File: src/common/videoTimingPkg.sv
//////////////////////////////////////////////////////////////////////
// scan timing constants for one 262-row field
// scan phase and video level enums, scan position struct
//////////////////////////////////////////////////////////////////////
`default_nettype none

package videoTimingPkg;

	// line lengths in clocks
	localparam int lineCycles = 6352;
	localparam int halfLineCycles = 3176;
	localparam int fieldRows = 262;

	// vertical interval half-line counts
	localparam int vSyncHalfLines = 5;
	localparam int eqHalfLinesEven = 6;
	localparam int eqHalfLinesOdd = 5;

	// horizontal windows, in clocks from line start
	localparam int burstStart = 112;
	localparam int burstEnd = 360;
	localparam int activeStart = 472;
	localparam int activeEnd = 5592;
	localparam int hSyncStart = 5880;
	localparam int vSyncLowStart = 472;
	localparam int eqLowStart = 2944;

	localparam int firstActiveRow = 20;
	localparam int blankLevel = 76;

	typedef enum logic [1:0] {vSync, eqPulse, scanLine} scanPhase_e;

	typedef enum logic [1:0] {levelSync, levelBlank, levelBurst, levelActive} videoLevel_e;

	// x counts half pixels, y counts visible rows
	typedef struct packed {
		logic [9:0] x;
		logic [9:0] y;
	} scanPos_t;

endpackage

`default_nettype wire

File: src/timing/scanTiming.sv
//////////////////////////////////////////////////////////////////////
// pixel, row, half-line and field counters
// colorburst phase accumulator, registered level and position
//////////////////////////////////////////////////////////////////////
`default_nettype none
`timescale 1ns/100ps

module scanTiming #(
	parameter int burstStep = 150137
) (
	input wire logic clock,
	input wire logic rst,
	output videoTimingPkg::scanPos_t scanPos,
	output videoTimingPkg::videoLevel_e level,
	output logic [4:0] burstPhase
);

	// rows past the 240 visible ones stay blank
	localparam int lastActiveRow = videoTimingPkg::firstActiveRow + 240;

	videoTimingPkg::scanPhase_e phase;
	logic [12:0] pixCount;
	logic [9:0] rowCount;
	logic [2:0] halfLeft;
	logic [2:0] eqCount;
	logic [1:0] fieldCount;
	logic [21:0] burstAcc;

	logic halfEnd;
	logic lineEnd;
	logic rowVisible;
	logic [1:0] nextField;
	videoTimingPkg::videoLevel_e levelNext;
	videoTimingPkg::scanPos_t posNext;

	assign halfEnd = pixCount == 13'(videoTimingPkg::halfLineCycles - 1);
	assign lineEnd = pixCount == 13'(videoTimingPkg::lineCycles - 1);
	assign nextField = fieldCount + 2'd1;
	assign rowVisible = (rowCount >= 10'(videoTimingPkg::firstActiveRow)) &&
		(rowCount < 10'(lastActiveRow));

	always_ff @(posedge clock)
	begin
		if (rst)
		begin
			phase <= videoTimingPkg::vSync;
			pixCount <= '0;
			rowCount <= '0;
			halfLeft <= 3'(videoTimingPkg::vSyncHalfLines);
			eqCount <= 3'(videoTimingPkg::eqHalfLinesEven);
			fieldCount <= '0;
			burstAcc <= '0;
		end
		else
		begin
			// subcarrier runs free within a field
			burstAcc <= burstAcc + 22'(burstStep);
			pixCount <= pixCount + 13'd1;
			case (phase)
				videoTimingPkg::vSync, videoTimingPkg::eqPulse:
				begin
					if (halfEnd)
					begin
						pixCount <= '0;
						if (halfLeft == 3'd1)
						begin
							// vsync hands over to the equalizing pulses
							phase <= (phase == videoTimingPkg::vSync) ?
								videoTimingPkg::eqPulse : videoTimingPkg::scanLine;
							halfLeft <= eqCount;
						end
						else
							halfLeft <= halfLeft - 3'd1;
					end
				end
				default:
				begin
					if (lineEnd)
					begin
						pixCount <= '0;
						if (rowCount == 10'(videoTimingPkg::fieldRows - 1))
						begin
							// field done, back to vsync
							rowCount <= '0;
							phase <= videoTimingPkg::vSync;
							halfLeft <= 3'(videoTimingPkg::vSyncHalfLines);
							fieldCount <= nextField;
							eqCount <= nextField[0] ? 3'(videoTimingPkg::eqHalfLinesOdd) :
								3'(videoTimingPkg::eqHalfLinesEven);
							// new field starts at phase field*8
							burstAcc <= {nextField, 20'd0};
						end
						else
							rowCount <= rowCount + 10'd1;
					end
				end
			endcase
		end
	end

	// region of the current counter value
	always_comb
	begin
		levelNext = videoTimingPkg::levelBlank;
		posNext = '0;
		case (phase)
			videoTimingPkg::vSync:
				if (pixCount >= 13'(videoTimingPkg::vSyncLowStart))
					levelNext = videoTimingPkg::levelSync;
			videoTimingPkg::eqPulse:
				if (pixCount >= 13'(videoTimingPkg::eqLowStart))
					levelNext = videoTimingPkg::levelSync;
			default:
			begin
				if (pixCount >= 13'(videoTimingPkg::hSyncStart))
					levelNext = videoTimingPkg::levelSync;
				else if ((pixCount >= 13'(videoTimingPkg::burstStart)) &&
					(pixCount < 13'(videoTimingPkg::burstEnd)))
					levelNext = videoTimingPkg::levelBurst;
				else if ((pixCount >= 13'(videoTimingPkg::activeStart)) &&
					(pixCount < 13'(videoTimingPkg::activeEnd)) && rowVisible)
				begin
					levelNext = videoTimingPkg::levelActive;
					// eight clocks per half pixel
					posNext.x = pixCount[12:3] - 10'(videoTimingPkg::activeStart / 8);
					posNext.y = rowCount - 10'(videoTimingPkg::firstActiveRow);
				end
			end
		endcase
	end

	always_ff @(posedge clock)
	begin
		if (rst)
		begin
			level <= videoTimingPkg::levelBlank;
			scanPos <= '0;
			burstPhase <= '0;
		end
		else
		begin
			level <= levelNext;
			scanPos <= posNext;
			burstPhase <= burstAcc[21:17];
		end
	end

endmodule

`default_nettype wire

File: config.mk
export PLATFORM = sky130hd
export DESIGN_NAME = scanTiming
export DESIGN_NICKNAME = d
export VERILOG_FILES = /design/src/common/videoTimingPkg.sv /design/src/timing/scanTiming.sv
export SDC_FILE = /design/constraint.sdc
export NUM_CORES = 1
export LEC_CHECK = 0
export BUFFER_PORTS_ARGS = -buffer_cell sky130_fd_sc_hd__buf_2
export CORE_MARGIN = 3
export CORE_UTILIZATION = 54
export DETAILED_ROUTE_END_ITERATION = 16
export PLACE_DENSITY = 0.78
export SETUP_SLACK_MARGIN = 0.15
export SYNTH_ARGS = -nofsm -noshare
export SYNTH_HDL_FRONTEND = slang
export SYNTH_SLANG_ARGS = --single-unit
File: constraint.sdc
create_clock -name clock -period 2.5 [get_ports clock]
set_clock_uncertainty 0.2 [all_clocks]
set_input_delay 0.125 -clock clock [delete_from_list [all_inputs] [get_ports clock]]
set_output_delay 0.125 -clock clock [all_outputs]
set_load 0.02 [all_outputs]
# After elaboration in Yosys (flattened, before gate mapping)
# Cells that the tools add are included.
[word_totals]
register_bits = 82
latchBits = 0
ramBits = 0
mem_bits_ro = 0
inputBits = 2
n_memories = 0
[classes]
addsub = 7
mul = 0
div_mod_pow = 0
magnitude_cmp = 8
n_eq_ne = 7
shift = 0
muxes = 25
n_bitwise = 2
reduce_logical = 13
[ops]
columns = ["cell", "n"]
rows = [
  ["22-bit 2-to-1 mux", 3],
  ["13-bit 2-to-1 mux", 3],
  ["22-bit by 18-bit adder with 22-bit output (second input constant)", 1],
  ["2-bit 2-to-1 mux", 10],
  ["3-bit 2-to-1 mux", 5],
  ["13-bit by 1-bit adder with 13-bit output (second input constant)", 1],
  ["13-bit by 12-bit equality test with 1-bit output (second input constant)", 1],
  ["13-bit equality test (second input constant)", 1],
  ["13-bit by 12-bit greater-or-equal comparator with 1-bit output (second input constant)", 1],
  ["13-bit greater-or-equal comparator (second input constant)", 1],
  ["13-bit by 7-bit greater-or-equal comparator with 1-bit output (second input constant)", 1],
  ["13-bit by 9-bit greater-or-equal comparator with 1-bit output (second input constant)", 1],
  ["13-bit less-than comparator (second input constant)", 1],
  ["13-bit by 9-bit less-than comparator with 1-bit output (second input constant)", 1],
  ["10-bit by 1-bit adder with 10-bit output (second input constant)", 1],
  ["10-bit by 9-bit equality test with 1-bit output (second input constant)", 1],
  ["10-bit by 5-bit greater-or-equal comparator with 1-bit output (second input constant)", 1],
  ["10-bit by 9-bit less-than comparator with 1-bit output (second input constant)", 1],
  ["10-bit 2-to-1 mux", 1],
  ["10-bit by 5-bit subtractor with 10-bit output (second input constant)", 1],
  ["10-bit by 6-bit subtractor with 10-bit output (second input constant)", 1],
  ["3-bit AND reduction", 2],
  ["6-bit OR reduction", 1],
  ["1-bit logical AND", 4],
  ["13 further kinds", 17],
]

# Depth between registers and ports, before layout
[depth]
ltp_word = 7
mapped_depth = 8

# Worst setup path before layout
# No wires, ideal clock.
[synth_path]
path_kind = "register -> register"
startpoint = "reg pixCount[9]"
endpoint = "reg halfLeft[2]"
setup_time_ns = 0.123
t_arrival_ns = 2.079
t_required_ns = 2.177
setup_slack_ns = 0.098
path_stages_with_launch = 7
n_path_buf = 1
cell_sequence = "dfxtp_1 -> buf_6 -> or4b_4 -> or4_4 -> o22ai_4 -> and4_2 -> o21ai_0"
[synth_via]
elab_chain_len = 3
[synth_lines]
columns = ["item", "line_no", "rtl"]
rows = [
  ["start, declared", "scanTiming.sv:22", "logic [12:0] pixCount;"],
  ["start signal, assigned", "scanTiming.sv:58", "pixCount <= pixCount + 13'd1;"],
  ["13-bit by 12-bit equality test with 1-bit output / 13-bit equality test (equally long branches)", "scanTiming.sv:36, scanTiming.sv:37", ""],
  ["2-bit by 1-bit != test with 1-bit output (no line) / 2-bit nonzero test (equally long branches)", "n/a", ""],
  ["3-bit AND reduction (no line) *", "n/a", ""],
  ["end signal, assigned", "scanTiming.sv:49", "halfLeft <= 3'(videoTimingPkg::vSyncHalfLines);"],
  ["end signal, assigned", "scanTiming.sv:70", "halfLeft <= eqCount;"],
  ["end signal, assigned", "scanTiming.sv:73", "halfLeft <= halfLeft - 3'd1;"],
  ["end, declared", "scanTiming.sv:24", "logic [2:0] halfLeft;"],
]
# Every way passes the cells marked *; elsewhere a longest branch is shown, timed or not.
# A chain may end at the register's enable or synchronous reset.

# Final worst setup path
[layout_path]
startpoint = "reg pixCount[4]"
endpoint = "reg halfLeft[2]"
# Same word-level chain as after synthesis.

==> results by group <==
Run status
  • Outcome: finished, final reports clean

Drt
  • DR DRC count: 0
  • Vias/cell: 5.49
  • Post-DR wirelength/cell: 13.3 um
  • DR pass1 iterations: 4
  • Total Routed Length: 7.31 mm
  • Iteration-0 DRC Markers: 199
  • Detailed-route via count: 3016
  • Antenna Nets Post-Route: 0

Clock network
  • Max Root-Sink Buffers: 2
  • CTS tree: done
  • Clk slew on worst S/H paths: 0.08 ns
  • Clk Tree Root Cell: clkbuf_8
  • Clock Sinks: 80
  • H-tree Lvls: 3
  • Num CTS Buffers: 9
  • Skew-Pair Late Insertion Delay: 0.34 ns

Synthesis
  • Synth area leader: dfxtp_1
  • Synth Register Bits: 80
  • XOR/XNOR Fraction of Synth Area: 11.7%
  • Synth unique cells: 50
  • Synth area leaders: dfxtp_1, nor2_1, xnor2_1, ha_1, xor2_1
  • Post-synth ARST share: 0%
  • Share of the synthesized area in the top cell type: 43.5%
  • Simple-Gate Fraction of Synth Area: 23.6%
  • Largest family of logic cells by synthesized area: simple AND/OR/NAND/NOR gates
  • Cell Area, Synth: 0.00368 sq mm
  • Cells after Synth: 432
  • Number of synthesized flops with an enable pin: 0
  • Compound-Gate Fraction of Synth Area: 10.5%
  • Synth Warn #: 0
  • Post-Synth Adder-Cell Area: 4.42%
  • Register area share after synthesis: 43.5%
  • Syn_nets: 447
  • Multiplexer area fraction after synthesis: 1.39%
  • Ys flop type: dfxtp_1
  • Synth Area per Inst: 8.52 sq um

Setup path
  • CP bufs+invs: 0
  • Critical path depth: 5
  • Crit path from: pixCount[4]
  • R2r startpoint: pixCount[4]
  • Critical path's largest stage delay: 0.53 ns
  • CP max-delay cell: or4b_4
  • Worst setup SP type: flip-flop
  • Worst Path Required: 2.52 ns
  • Worst-path cell chain: or4b_4 -> or4_4 -> o22ai_4 -> and4_2 -> o21ai_0
  • Reg2Reg Depth: 5
  • Worst Path Max Fanout: 7
  • Worst EP arrival: 2.32 ns
  • Critical path class: flip-flop to flip-flop
  • Worst Setup EP: halfLeft[2]
  • Crit path capture type: flip-flop
  • Setup slack, reg-to-reg: 0.21 ns
  • R2r endpoint: halfLeft[2]
  • Top Family by Delay on Critical Path: simple AND/OR/NAND/NOR gates

Final layout
  • Final nets: 483
  • Design area: 0.00418 sq mm
  • Antenna cell count: 0
  • Most frequent cells in the layout: nor2_1, dfxtp_1, xnor2_1
  • Commonest non-fill, non-tap cell in the layout: nor2_1
  • Share of cells above drive strength 1: 14.8%
  • Filler Cells Inserted: 530
  • Synth-to-layout area growth: 13.7%

Die
  • DIE HEIGHT: 88.5 um
  • Row cnt: 29
  • Total core area: 0.00646 sq mm
  • Starting density of the core: 57.0%
  • Chip Width: 88.5 um
  • Die ar.: 0.00784 sq mm
  • IO Count: 29

Power and ir drop
  • Worst VDD drop: 0.000376 V
  • Static leakage: 1.70 nW
  • Pwr dens: 611 mW/mm^2

STA
  • Post-route setup TNS: 0 ns
  • Worst setup margin: 0.208 ns
  • RSZ-0062 raised after global routing: no
  • Final-report hold violation count: 0
  • Period utilisation layout: 91.7%
  • Final setup viols: 0
  • Worst-Margin Slew: 0.499 ns
  • Max frequency: 436 MHz
  • Final min period: 2.29 ns
  • Max-slew violation count: 0
  • Max-slew headroom: 65.9%

Global routing
  • Largest net degree at the start of global routing: 29
  • Initial antenna violation count: 0
  • First-pass GRT wire length: 12.4 mm
  • GRT Util Overall: 20.2%
  • Number of global-route vias before repair: 2636
  • GRT overflow: 0

Placement
  • PortBufs: 28
  • Placed cell area: 0.00394 sq mm
  • DP Wirelength: 5.14 mm
  • Pre-CTS WS: 0.210 ns
  • Final Wtd Congestion: 0.875

Run
  • Max-cap violations: 0

Min path
  • Min-Delay Path Class: flip-flop to flip-flop
## cell families (layout without fill, tap and decap cells)
kind of cell | count (synthesis) | in the layout
AND/OR/NAND/NOR | 182 | 182
buffers and inverters | 43 | 83
flip-flops | 80 | 80
multiplexers | 5 | 5
XOR/XNOR | 49 | 49
adder cells (fa/ha/maj) | 13 | 13
AO/OA/AOI/OAI | 60 | 60
## synth_stat cells, types with 5 or more instances
library cell	count
a21oi_1	19
a31oi_1	8
clkbuf_1	12
dfxtp_1	80
ha_1	13
inv_1	24
nand2_1	28
nand3_1	14
nand4_1	11
nor2_1	82
nor2b_1	8
nor3_1	13
nor4_1	5
o21ai_0	12
xnor2_1	33
xor2_1	16
## layer usage
layer	vias to the layer above	wire length, um	GRT usage (%)
met2	82	3380	30.5
met4	0	106	6.04
li1	1524	-	-
met1	1399	3520	28.1
met5	-	0	0
met3	11	307	5.87
## timing repair
action | 4_1_cts | 5_1_grt
gates resized for setup | 0 | 7
setup endpoints to repair | 0 | 25
hold buffers | 1 | 0
hold endpoints to repair | 9 | 0
buffers inserted | 0 | 2
## state kept, by name, summed over array words and instances, names as in the netlist
name        cells
fieldCount      2
burstAcc       22
phase           2
halfLeft        3
scanPos        20
pixCount       13
level           2
burstPhase      5
eqCount         1
rowCount       10
## through the flow
stage	instances	util, %	total power [mW]	hold WS [ns]
5_1_grt	549	64.8	2.68	0.282
6_report	549	64.8	2.55	0.252
3_3_place_gp	531	60.9	1.60	0.227
4_1_cts	547	64.2	2.57	0.259
2_1_floorplan	432	-	1.56	0.00507
3_5_place_dp	531	60.9	1.61	0.242
## where the power goes
group | switching [mW] | leakage (nW) | total, mW | internal [mW]
combinational | 0.104 | 0.942 | 0.186 | 0.0821
clock | 0.420 | 0.103 | 0.975 | 0.554
sequential | 0.0650 | 0.652 | 1.39 | 1.33
## worst min path at each step
stage / endpoint / cells past startpoint / startpoint / slack, ns
detailed placement: burstAcc[0] / 1 / burstAcc[0] / 0.24
finish: burstAcc[0] / 1 / burstAcc[0] / 0.25
global route: burstAcc[0] / 1 / burstAcc[0] / 0.28
CTS: burstAcc[0] / 1 / burstAcc[0] / 0.26
global placement: burstAcc[0] / 1 / burstAcc[0] / 0.23
floorplan: burstPhase[3] / 1 / rst / 0.005
## final cells by class
class / count / area [sq um] / area share (%)
multi-input combinational: 309 / 1910 / 45.7
inverter: 24 / 90.1 / 2.15
clock inverter: 4 / 70.1 / 1.68
clock buffer: 11 / 131 / 3.14
tap: 77 / 96.3 / 2.30
timing repair buffer: 44 / 275 / 6.58
sequential: 80 / 1610 / 38.4
Power figures use the tool's default switching activity.
