**src/common/cellFormatPkg.sv**
```systemverilog
//////////////////////////////////////////////////////////////////////
// 64-bit cell format: cell kind, colors, decoded cell
// host write port of the framebuffer
//////////////////////////////////////////////////////////////////////
`default_nettype none

package cellFormatPkg;

	// top two bits of the first cell word
	typedef enum logic [1:0] {reservedA, reservedB, yuvPair, yuvdCentroid} cellKind_e;

	// final 8-bit pixel color
	typedef struct packed {
		logic [7:0] y;
		logic [7:0] u;
		logic [7:0] v;
	} colorYuv_t;

	// 10-bit color before clamping
	// bit 9 flags underflow, bit 8 overflow
	typedef struct packed {
		logic [9:0] y;
		logic [9:0] u;
		logic [9:0] v;
	} colorWide_t;

	// endpoint colors plus sixteen 2-bit selectors
	// selector 0 in bits 31:30
	typedef struct packed {
		colorWide_t colorM;
		colorWide_t colorN;
		logic [31:0] bits;
	} cellColors_t;

	// one-cycle write strobe from the host
	// wordAddr bit 0 picks the second word of a cell
	typedef struct packed {
		logic enable;
		logic [13:0] wordAddr;
		logic [31:0] data;
	} fbWrite_t;

endpackage

`default_nettype wire

```
**src/cell/cellDecode.sv**
```systemverilog
//////////////////////////////////////////////////////////////////////
// cell kind decode into endpoint colors and selectors
// selector pick, clamp and blend, registered pixel color
//////////////////////////////////////////////////////////////////////
`default_nettype none
`timescale 1ns/100ps

module cellDecode (
	input wire logic clock,
	input wire logic rst,
	input wire logic [31:0] cellLo,
	input wire logic [31:0] cellHi,
	input wire logic [3:0] subPixel,
	output cellFormatPkg::colorYuv_t pixel
);

	cellFormatPkg::cellKind_e kind;
	cellFormatPkg::cellColors_t decoded;
	cellFormatPkg::cellColors_t colors;
	logic [3:0] subDelay;
	logic [9:0] centerLuma;
	logic [9:0] deltaLuma;
	logic [9:0] lumaM;
	logic [31:0] selWide;
	logic [1:0] sel;
	cellFormatPkg::colorYuv_t colorM8;
	cellFormatPkg::colorYuv_t colorN8;
	cellFormatPkg::colorYuv_t pixelNext;

	// negative goes to 0, above 255 saturates
	function automatic logic [7:0] clampComp(input logic [9:0] c);
		if (c[9])
			return 8'd0;
		else if (c[8])
			return 8'hff;
		return c[7:0];
	endfunction

	function automatic cellFormatPkg::colorYuv_t clampColor(input cellFormatPkg::colorWide_t c);
		cellFormatPkg::colorYuv_t r;
		r.y = clampComp(c.y);
		r.u = clampComp(c.u);
		r.v = clampComp(c.v);
		return r;
	endfunction

	// three quarters a, one quarter b, each term floored
	function automatic cellFormatPkg::colorYuv_t mixColor(input cellFormatPkg::colorYuv_t a,
		input cellFormatPkg::colorYuv_t b);
		cellFormatPkg::colorYuv_t r;
		r.y = (a.y >> 1) + (a.y >> 2) + (b.y >> 2);
		r.u = (a.u >> 1) + (a.u >> 2) + (b.u >> 2);
		r.v = (a.v >> 1) + (a.v >> 2) + (b.v >> 2);
		return r;
	endfunction

	assign kind = cellFormatPkg::cellKind_e'(cellLo[31:30]);
	assign centerLuma = {2'b00, cellLo[15:8]};
	assign deltaLuma = {2'b00, cellLo[7:0]};
	// may wrap negative, caught by the clamp
	assign lumaM = centerLuma - (deltaLuma >> 1);

	always_comb
	begin
		// reserved kinds keep the previous colors
		decoded = colors;
		decoded.bits = '0;
		case (kind)
			cellFormatPkg::yuvPair:
			begin
				// 7-bit lumas, top bit repeated below
				decoded.colorM.y = {2'b00, cellLo[29:23], cellLo[29]};
				decoded.colorN.y = {2'b00, cellLo[22:16], cellLo[22]};
				decoded.colorM.u = {2'b00, cellLo[15:12], 4'h0};
				decoded.colorM.v = {2'b00, cellLo[11:8], 4'h0};
				decoded.colorN.u = {2'b00, cellLo[7:4], 4'h0};
				decoded.colorN.v = {2'b00, cellLo[3:0], 4'h0};
				decoded.bits = cellHi;
			end
			cellFormatPkg::yuvdCentroid:
			begin
				// shared chroma, lumas spread around the center
				decoded.colorM.y = lumaM;
				decoded.colorN.y = lumaM + deltaLuma;
				decoded.colorM.u = {2'b00, cellLo[29:23], 1'b0};
				decoded.colorM.v = {2'b00, cellLo[22:16], 1'b0};
				decoded.colorN.u = {2'b00, cellLo[29:23], 1'b0};
				decoded.colorN.v = {2'b00, cellLo[22:16], 1'b0};
				decoded.bits = cellHi;
			end
			default:
			begin
			end
		endcase
	end

	always_ff @(posedge clock)
	begin
		if (rst)
		begin
			colors <= '0;
			subDelay <= '0;
		end
		else
		begin
			colors <= decoded;
			subDelay <= subPixel;
		end
	end

	// selector for this sub-pixel lands in the top pair
	assign selWide = colors.bits << {subDelay, 1'b0};
	assign sel = selWide[31:30];
	assign colorM8 = clampColor(colors.colorM);
	assign colorN8 = clampColor(colors.colorN);

	always_comb
	begin
		case (sel)
			2'd0: pixelNext = colorM8;
			2'd1: pixelNext = colorN8;
			2'd2: pixelNext = mixColor(colorM8, colorN8);
			default: pixelNext = mixColor(colorN8, colorM8);
		endcase
	end

	always_ff @(posedge clock)
	begin
		pixel <= pixelNext;
	end

endmodule

`default_nettype wire

```
**config.mk**
```make
export PLATFORM = sky130hd
export DESIGN_NAME = cellDecode
export DESIGN_NICKNAME = d
export VERILOG_FILES = /design/src/common/cellFormatPkg.sv /design/src/cell/cellDecode.sv
export SDC_FILE = /design/constraint.sdc
export NUM_CORES = 1
export LEC_CHECK = 0
export BUFFER_PORTS_ARGS = -buffer_cell sky130_fd_sc_hd__buf_2
export CORE_MARGIN = 5
export CORE_UTILIZATION = 52
export CTS_CLUSTER_SIZE = 25
export DETAILED_ROUTE_END_ITERATION = 16
export PLACE_DENSITY = 0.82
export SLEW_MARGIN = 40
export SYNTH_ARGS = -nofsm -noshare
export SYNTH_HDL_FRONTEND = slang
export SYNTH_SLANG_ARGS = --single-unit
```
**constraint.sdc**
```tcl
create_clock -name clock -period 8.2 [get_ports clock]
set_input_delay 0 -clock clock [delete_from_list [all_inputs] [get_ports clock]]
set_output_delay 0 -clock clock [all_outputs]
set_load 0.01 [all_outputs]
```
# After elaboration in Yosys (flattened, before gate mapping)

Cells that the tools add are included.
Widths: inputs -> output; s select.

Input bits: 70
Logic and storage cells: 64
Output and inout bits: 24
Register bits after elaboration: 120

$add $sub $neg: 14
Shifts and indexed selects: 1
Equality and inequality tests: 4
Reduce and logical (&&, ||, !) cells: 2
Multiplexer cells: 32

Operator list:

| cell               | count |
|---|---|
| $pmux 92 s2        | 1 |
| $mux 8             | 18 |
| $pmux 24 s3        | 1 |
| $add 7x6->8        | 6 |
| $add 8x6->8        | 6 |
| $shl 32x5->32      | 1 |
| $mux 1             | 12 |
| $add 9x9->10       | 1 |
| $sub 8x7->9        | 1 |
| $eq 2x2->1 const B | 3 |
| $eq 2x1->1 const B | 1 |
| $logic_not 2->1    | 1 |
| $reduce_bool 2->1  | 1 |

# Logic depth before layout (Yosys ltp)

Gate-level depths: netlist of run 1.

Word-level depth: 6
Depth in mapped cells: 15

# Worst setup path after synthesis of run 1

No wires, ideal clock.

Path kind: reg-to-reg
Start: register colors[60] (netlist name)
End: register pixel[23] (netlist name)
Data required time: 8.128 ns
Buffers on the path: 1
Period minus slack after synthesis: 2.645 ns
Path slack: 5.555 ns
Setup time: 0.072 ns
Stages on the path, launching flop included: 15
Data arrival time: 2.573 ns
Cell sequence: dfxtp_1 > clkbuf_1 > nor2_1 > or2_1 > fa_1 > inv_1 > ha_1 > inv_1 > fa_1 > nor2b_1 > o21ai_1 > nand2_1 > a31oi_1 > mux2_1 > mux2i_1

RTL lines:

| element                | line              | source |
|---|---|---|
| start, declared        | cellDecode.sv:19  | `cellFormatPkg::cellColors_t colors;` |
| start signal, assigned | cellDecode.sv:106 | `colors <= decoded;` |
| end signal, assigned   | cellDecode.sv:129 | `pixel <= pixelNext;` |
| end, declared          | cellDecode.sv:14  | `output cellFormatPkg::colorYuv_t pixel` |

==> metrics.md, run 1 <==
| Metric | Value |
|---|---|
| Seq cells post-synth | between 100 and 150 |
| Worst Setup End Kind | register |
| Worst Path Max Fanout | 9 |
| Clock share of power | around 29% |
| Ports | 94 |
| Setup Viol. Count Final | 0 |
| Yosys warnings | 0 |
| Final #Nets | 967 |
| Inst Count DP | 938 |
| Drt via density | 5.42 |
| Final hold viol count | 0 |
| Cell row count | around 40 |
| WL final | 16.2 mm |
| Die width | between 100 and 150 um |
| Setup_tns | 0 ps |
| Status | completed |
| Initial Utilization | 52.7% |
| Fill cells | roughly 1,000 |
| Synthesized area | 6600 um^2 |
| Post-DP HPWL | 11.0 mm |
| Combinational Power Share | 34.2% |
| Worst path arrival time | 3100 ps |
| Vias in the first global route | approximately 5,400 |
| Hold WC Path Type | in -> reg |
| Setup Skew | 14.0 ps |
| First DRT Iteration DRCs | 364 |
| Area growth syn-to-layout | 19.9% |
| CTS root buf | clkbuf_16 |
| Leak Pwr | 3.61 nW |
| Unrepaired setup endpoints after global routing | false |
| CTS Sinks | about 100 |
| Register area share after synthesis | 30.6% |
| Sw Ratio | 34.4% |
| Max Freq | 349 MHz |
| Non-filler cells, final | around 1,000 |
| Largest net degree at the start of global routing | 75 |
| Most frequent cells in the layout | 101 x dfxtp_1, 91 x buf_2, 77 x nor2_1, 65 x inv_1 |
| DP Worst Slack | 5250 ps |
| Final period utilization | around a third |
| DR vias | about 5,400 |
| Synthesized netlist cell count | 710 |
| Sw Pwr | 0.521 mW |
| Drt first pass iters | 5 |
| Final max-slew violation count | 0 |
| PnR Total Power | 1.51 mW |
| Skew-Pair Late Insertion Delay | 370 ps |
| Critical path startpoint category | register |
| Top FF cell, synth | dfxtp_1 |
| Syn_area_per_cell | between 9 and 10 um^2 |
| Int Pwr | 0.993 mW |
| Die H | 123 um |
| CTS tree | done |
| Seq pwr share | between 30 and 40% |
| Routability cong. | a little under 0.9 |
| Max-cap viol count | 0 |
| Maximum VDD drop | 0.000143 V |
| Initial antenna violation count | 0 |
| WS Path Type | reg -> reg |
| Netlist cell types | 52 |
| Post-CTS sizing | 0 |
| H-tree depth | 3 |
| Drt wl/cell | 16.2 um |
| GRT Residual Overflow | 0 |
| Ant diodes | 0 |
| Ys async rst share | 0% |
| Total CTS buffers | 9 |
| WHS | 4.22 ps |
| Slew @ Worst Pin | 721 ps |
| Share of cells above drive strength 1 | 16.3% |
| # DRC | 0 |
| Die area | 15,000 um^2 |
| PortBufs | 93 |
| Rel. slew slack | approximately half |
| Max clock buf depth | 2 |
| Mapped Nets | 855 |
| Core area | roughly 13,000 um^2 |
| Antenna violation net count after detailed routing | 0 |
| GRT Overall Usage | 22.8% |
| Post-synth EDFFs | 0 |
| Commonest non-fill, non-tap cell in the layout | dfxtp_1 |
| First-pass GRT wire length | 26.6 mm |
| Post-layout minimum cycle time | 2860 ps |
| Worst-path clk slew | 80 ps |
| Final worst setup slack | 5340 ps |
| PwrDens | 191 nW/um^2 |
| Crit path required time | around 8400 ps |
## synth_stat cells, types with 8 or more instances
cell / instances / area, um^2
dfxtp_1: 101 / 2020
nor2_1: 77 / 289
inv_1: 65 / 244
ha_1: 45 / 563
mux2i_1: 43 / 430
and2_1: 37 / 231
clkbuf_1: 30 / 113
fa_1: 30 / 601
a211oi_1: 29 / 218
a21oi_1: 29 / 145
nor2b_1: 28 / 175
nand2_1: 25 / 93.8
xnor2_1: 20 / 175
mux4_2: 16 / 360
nor3_1: 12 / 60.1
o211ai_1: 11 / 82.6
o21ai_1: 11 / 55.1
a31oi_1: 8 / 50.1
o21ai_0: 8 / 40.0
xor2_1: 8 / 70.1
## what timing repair did
| action | CTS | global route |
|---|---|---|
| hold endpoints to repair | 45 | 0 |
| buffers inserted | 0 | 0 |
| hold buffers | 45 | 0 |
## final cells by class
type	instances	area [um^2]	area share, %
well taps	172	215	2.72
repair buffers	141	943	11.9
flip-flops and latches	101	2020	25.6
clock inverters	7	91.3	1.15
inverters	65	244	3.08
clock buffers	9	225	2.85
multi-input cells	504	4170	52.7
## path summary, 6_finish.rpt
check	from	endpoint	slack (ps)	depth (start not counted)
worst max register to register	colors[60]$_SDFFE_PP0P_	pixel[20]$_DFF_P_	5340	9
worst max-delay path	colors[60]$_SDFFE_PP0P_	pixel[20]$_DFF_P_	5340	9
worst min register to register	colors[63]$_SDFFE_PP0P_	pixel[1]$_DFF_P_	480	1
worst min-delay path	cellLo[8]	colors[66]$_SDFFE_PP0P_	4	3
## stage by stage
step                cell area, um^2  util (%)
floorplan                      6600         -
global placement               7140      57.0
detailed placement             7140      57.0
CTS                            7910      63.2
global route                   7910      63.2
finish                         7910      63.2
## routing by layer
layer	global-route usage, %	share of wire (%)	wire length (um)	vias up
met5	0	0	0	-
met4	8.61	2.5	407	0
met3	5.21	6.8	1100	30
li1	-	-	-	2661
met2	38.4	49	7940	196
met1	28.5	42	6780	2529
## cell families after synthesis
logic type	count (synthesis)	share of synthesized area, %
flops	101	30.6
compound gates	121	12.2
mux	63	12.7
fa+ha+maj	75	17.6
buf+inv	105	6.41
simple gates	217	16.8
xor+xnor	28	3.72
## power groups by stage
stage | logic [mW] | registers, mW | clock network [mW]
after floorplan | 0.374 | 0.567 | 0
after global placement | 0.481 | 0.568 | 0
after detailed placement | 0.494 | 0.568 | 0
after CTS | 0.515 | 0.557 | 0.440
after global routing | 0.583 | 0.563 | 0.466
final | 0.518 | 0.557 | 0.438
## sequential cells by signal (all words and copies together) (netlist names)
register	flops
colors	73
pixel	24
subDelay	4
## critical path: stages (launching register included)
cell     delay, ps
dfxtp_1        480
nor2_1          80
nor2_1         400
fa_1           530
ha_1           310
a21oi_1        210
nor2b_1         70
nor2_1         120
xnor2_1         70
mux4_2         450
(Power assumes the default switching activity.)
==> run 2: changes to the inputs <==
--- a/config.mk
+++ b/config.mk
@@ -10,7 +10,7 @@
 export CORE_UTILIZATION = 52
 export CTS_CLUSTER_SIZE = 25
 export DETAILED_ROUTE_END_ITERATION = 16
-export PLACE_DENSITY = 0.82
+export PLACE_DENSITY = 0.85
 export SLEW_MARGIN = 40
 export SYNTH_ARGS = -nofsm -noshare
 export SYNTH_HDL_FRONTEND = slang
==> constraint.sdc (replaced) <==
create_clock -name clock -period 2.63 [get_ports clock]
set_input_delay 0 -clock clock [delete_from_list [all_inputs] [get_ports clock]]
set_output_delay 0 -clock clock [all_outputs]
set_load 0.01 [all_outputs]
==> metrics.md, run 2 (synthesis results as in run 1) <==
| Metric | Value |
|---|---|
| Status | completed |
| Area growth syn-to-layout | 27.5% |
| Final #Nets | slightly above 1,000 |
| Routed length on met2 | 8.78 mm |
| Rel. slew slack | 52.7% |
| PwrDens | 589 nW/um^2 |
| Critical Path Source | colors[60]$_SDFFE_PP0P_ |
| Total CTS buffers | 9 |
| Skew-Pair Late Insertion Delay | 360 ps |
| Setup Skew | 12.7 ps |
| Setup Viol. Count Final | 0 |
| Post-layout minimum cycle time | ~2600 ps |
| Hold WC Path Type | in -> reg |
| WL final | 17.7 mm |
| Routability cong. | 0.865 |
| Slew @ Worst Pin | 695 ps |
| Unrepaired setup endpoints after global routing | true |
| WHS | 4.81 ps |
| Die width | between 100 and 150 um |
| Routed wl met3 | 1.10 mm |
| Hold path start | cellLo[0] |
| Drt first pass iters | 4 |
| Final instance area | 8410 um^2 |
| Util after Layout | about 67% |
| Final hold viol count | 0 |
| Worst Path Max Fanout | 6 |
| Commonest non-fill, non-tap cell in the layout | dfxtp_1 |
| PortBufs | 93 |
| Antenna violation net count after detailed routing | 0 |
| Setup_tns | 0 ps |
| CTS tree | done |
| DR vias | roughly 5,700 |
| Maximum VDD drop | 0.000449 V |
| CTS Sinks | 101 |
| Share of cells above drive strength 1 | 24.7% |
| PnR Total Power | 4.95 mW |
| Ant diodes | 0 |
| WS Path Type | reg -> reg |
| First DRT Iteration DRCs | 382 |
| Number of flip-flops in the largest register | 73 |
| RR Startpoint | colors[60]$_SDFFE_PP0P_ |
| Metal1 wirelength | 7.18 mm |
| Max clock buf depth | 2 |
| Largest net degree at the start of global routing | 62 |
| Crit path required time | just under 3000 ps |
| Max Freq | 387 MHz |
| Area after DPL | 7470 um^2 |
| H-tree depth | 3 |
| Max layer used | met4 |
| Worst-path clk slew | 80 ps |
| CTS root buf | clkbuf_16 |
| Initial antenna violation count | 0 |
| Worst-path cell chain | nor2_2 > or2_4 > fa_2 > inv_2 > ha_4 > inv_2 > fa_2 > nor2b_1 > o21ai_1 > nand2_1 > buf_4 > xor2_1 > mux2i_1 > mux2i_1 |
| First-pass GRT wire length | a little under 30 mm |
| Initial Utilization | 52.7% |
| Final period utilization | 98.2% |
| Post-DP HPWL | 11.8 mm |
| Final max-slew violation count | 0 |
| Worst Setup End Kind | register |
| R2r setup slk | roughly 48 ps |
| # DRC | 0 |
| Critical path startpoint category | register |
| Max-cap viol count | 0 |
| Cell row count | 41 |
| Most frequent cells in the layout | 94 x dfxtp_1, 93 x buf_2, 71 x nor2_1, 61 x inv_1, 48 x dlygate4sd3_1 |
| Ports | 94 |
| Core area | 12,500 um^2 |
| Drt via density | 5.43 |
| Drt wl/cell | 17.0 um |
| Worst path arrival time | 2860 ps |
| Crit path largest cell delay | 400 ps |
| Largest register by flop count | colors |
| GRT Residual Overflow | 0 |
| GRT Overall Usage | 24.9% |
| Die H | 123 um |
| Die area | 15,000 um^2 |
| Leak Pwr | 3.85 nW |
| Top Registers | colors: 73 flops, pixel: 24 flops, subDelay: 4 flops |
| Vias in the first global route | ~6,000 |
| Crit-path slowest cell | dfxtp_4 |
==> run 2: changes by cell type in the layout (fill, tap and decap cells not counted), moves of 5 or more <==
| cell | delta |
|---|---|
| dfxtp_1 | -7 |
| dfxtp_2 | +5 |
| nor2b_1 | -5 |
| nor2_1 | -6 |
| nor2_2 | +5 |
| buf_4 | +34 |
==> run 2: area by class of cell <==
cell class	instances	area (um^2)
Timing Repair Buffer	183	1300
Clock buffer	10	239
Clock inverter	6	61.3
Multi-Input combinational cell	504	4320
Inverter	65	244
Fill cell	945	4110
Sequential cell	101	2040
Tap cell	172	215
==> run 2: power breakdown <==
part | switching (mW) | internal (mW) | total [mW]
registers | 0.0766 | 1.66 | 1.73
clock network | 0.664 | 0.697 | 1.36
logic | 0.952 | 0.908 | 1.86
total | 1.69 | 3.26 | 4.95
==> run 2: timing repair <==
| action | CTS | global route |
|---|---|---|
| hold buffers | 48 | 0 |
| setup buffers | 1 | 1 |
| gates resized for setup | 8 | 39 |
| pin swaps | 1 | 10 |
| setup endpoints to repair | 6 | 9 |
| endpoints found under the hold margin | 45 | 0 |
==> run 2: metal layers <==
metal,up-vias,global-route usage (%)
li1,2748,-
met1,2667,30.1
met2,189,42.8
met3,49,5.25
met4,0,10.4
met5,-,0
==> run 2: through the flow <==
step           std cells  worst slack [ps]
2_1_floorplan        710              59.6
3_3_place_gp         977              -100
3_5_place_dp         977              -151
4_1_cts             1042             -19.3
5_1_grt             1041             -35.4
6_report            1041              47.6
==> run 2: critical path: cells and delay by family, from the launching register on <==
family	cells	cell delay, ps
AO/OA/AOI/OAI	1	60
XOR/XNOR	1	140
adder cells (fa/ha/maj)	3	870
buffers and inverters	3	240
flip-flops	1	400
multiplexers	2	260
AND/OR/NAND/NOR	4	530
==> run 2: final timing paths <==
| check | to | cells past startpoint |
|---|---|---|
| max reg2reg | pixel[21]$_DFF_P_ | 14 |
| max | pixel[21]$_DFF_P_ | 14 |
| min reg2reg | pixel[1]$_DFF_P_ | 1 |
| min | colors[36]$_SDFFE_PP0P_ | 3 |
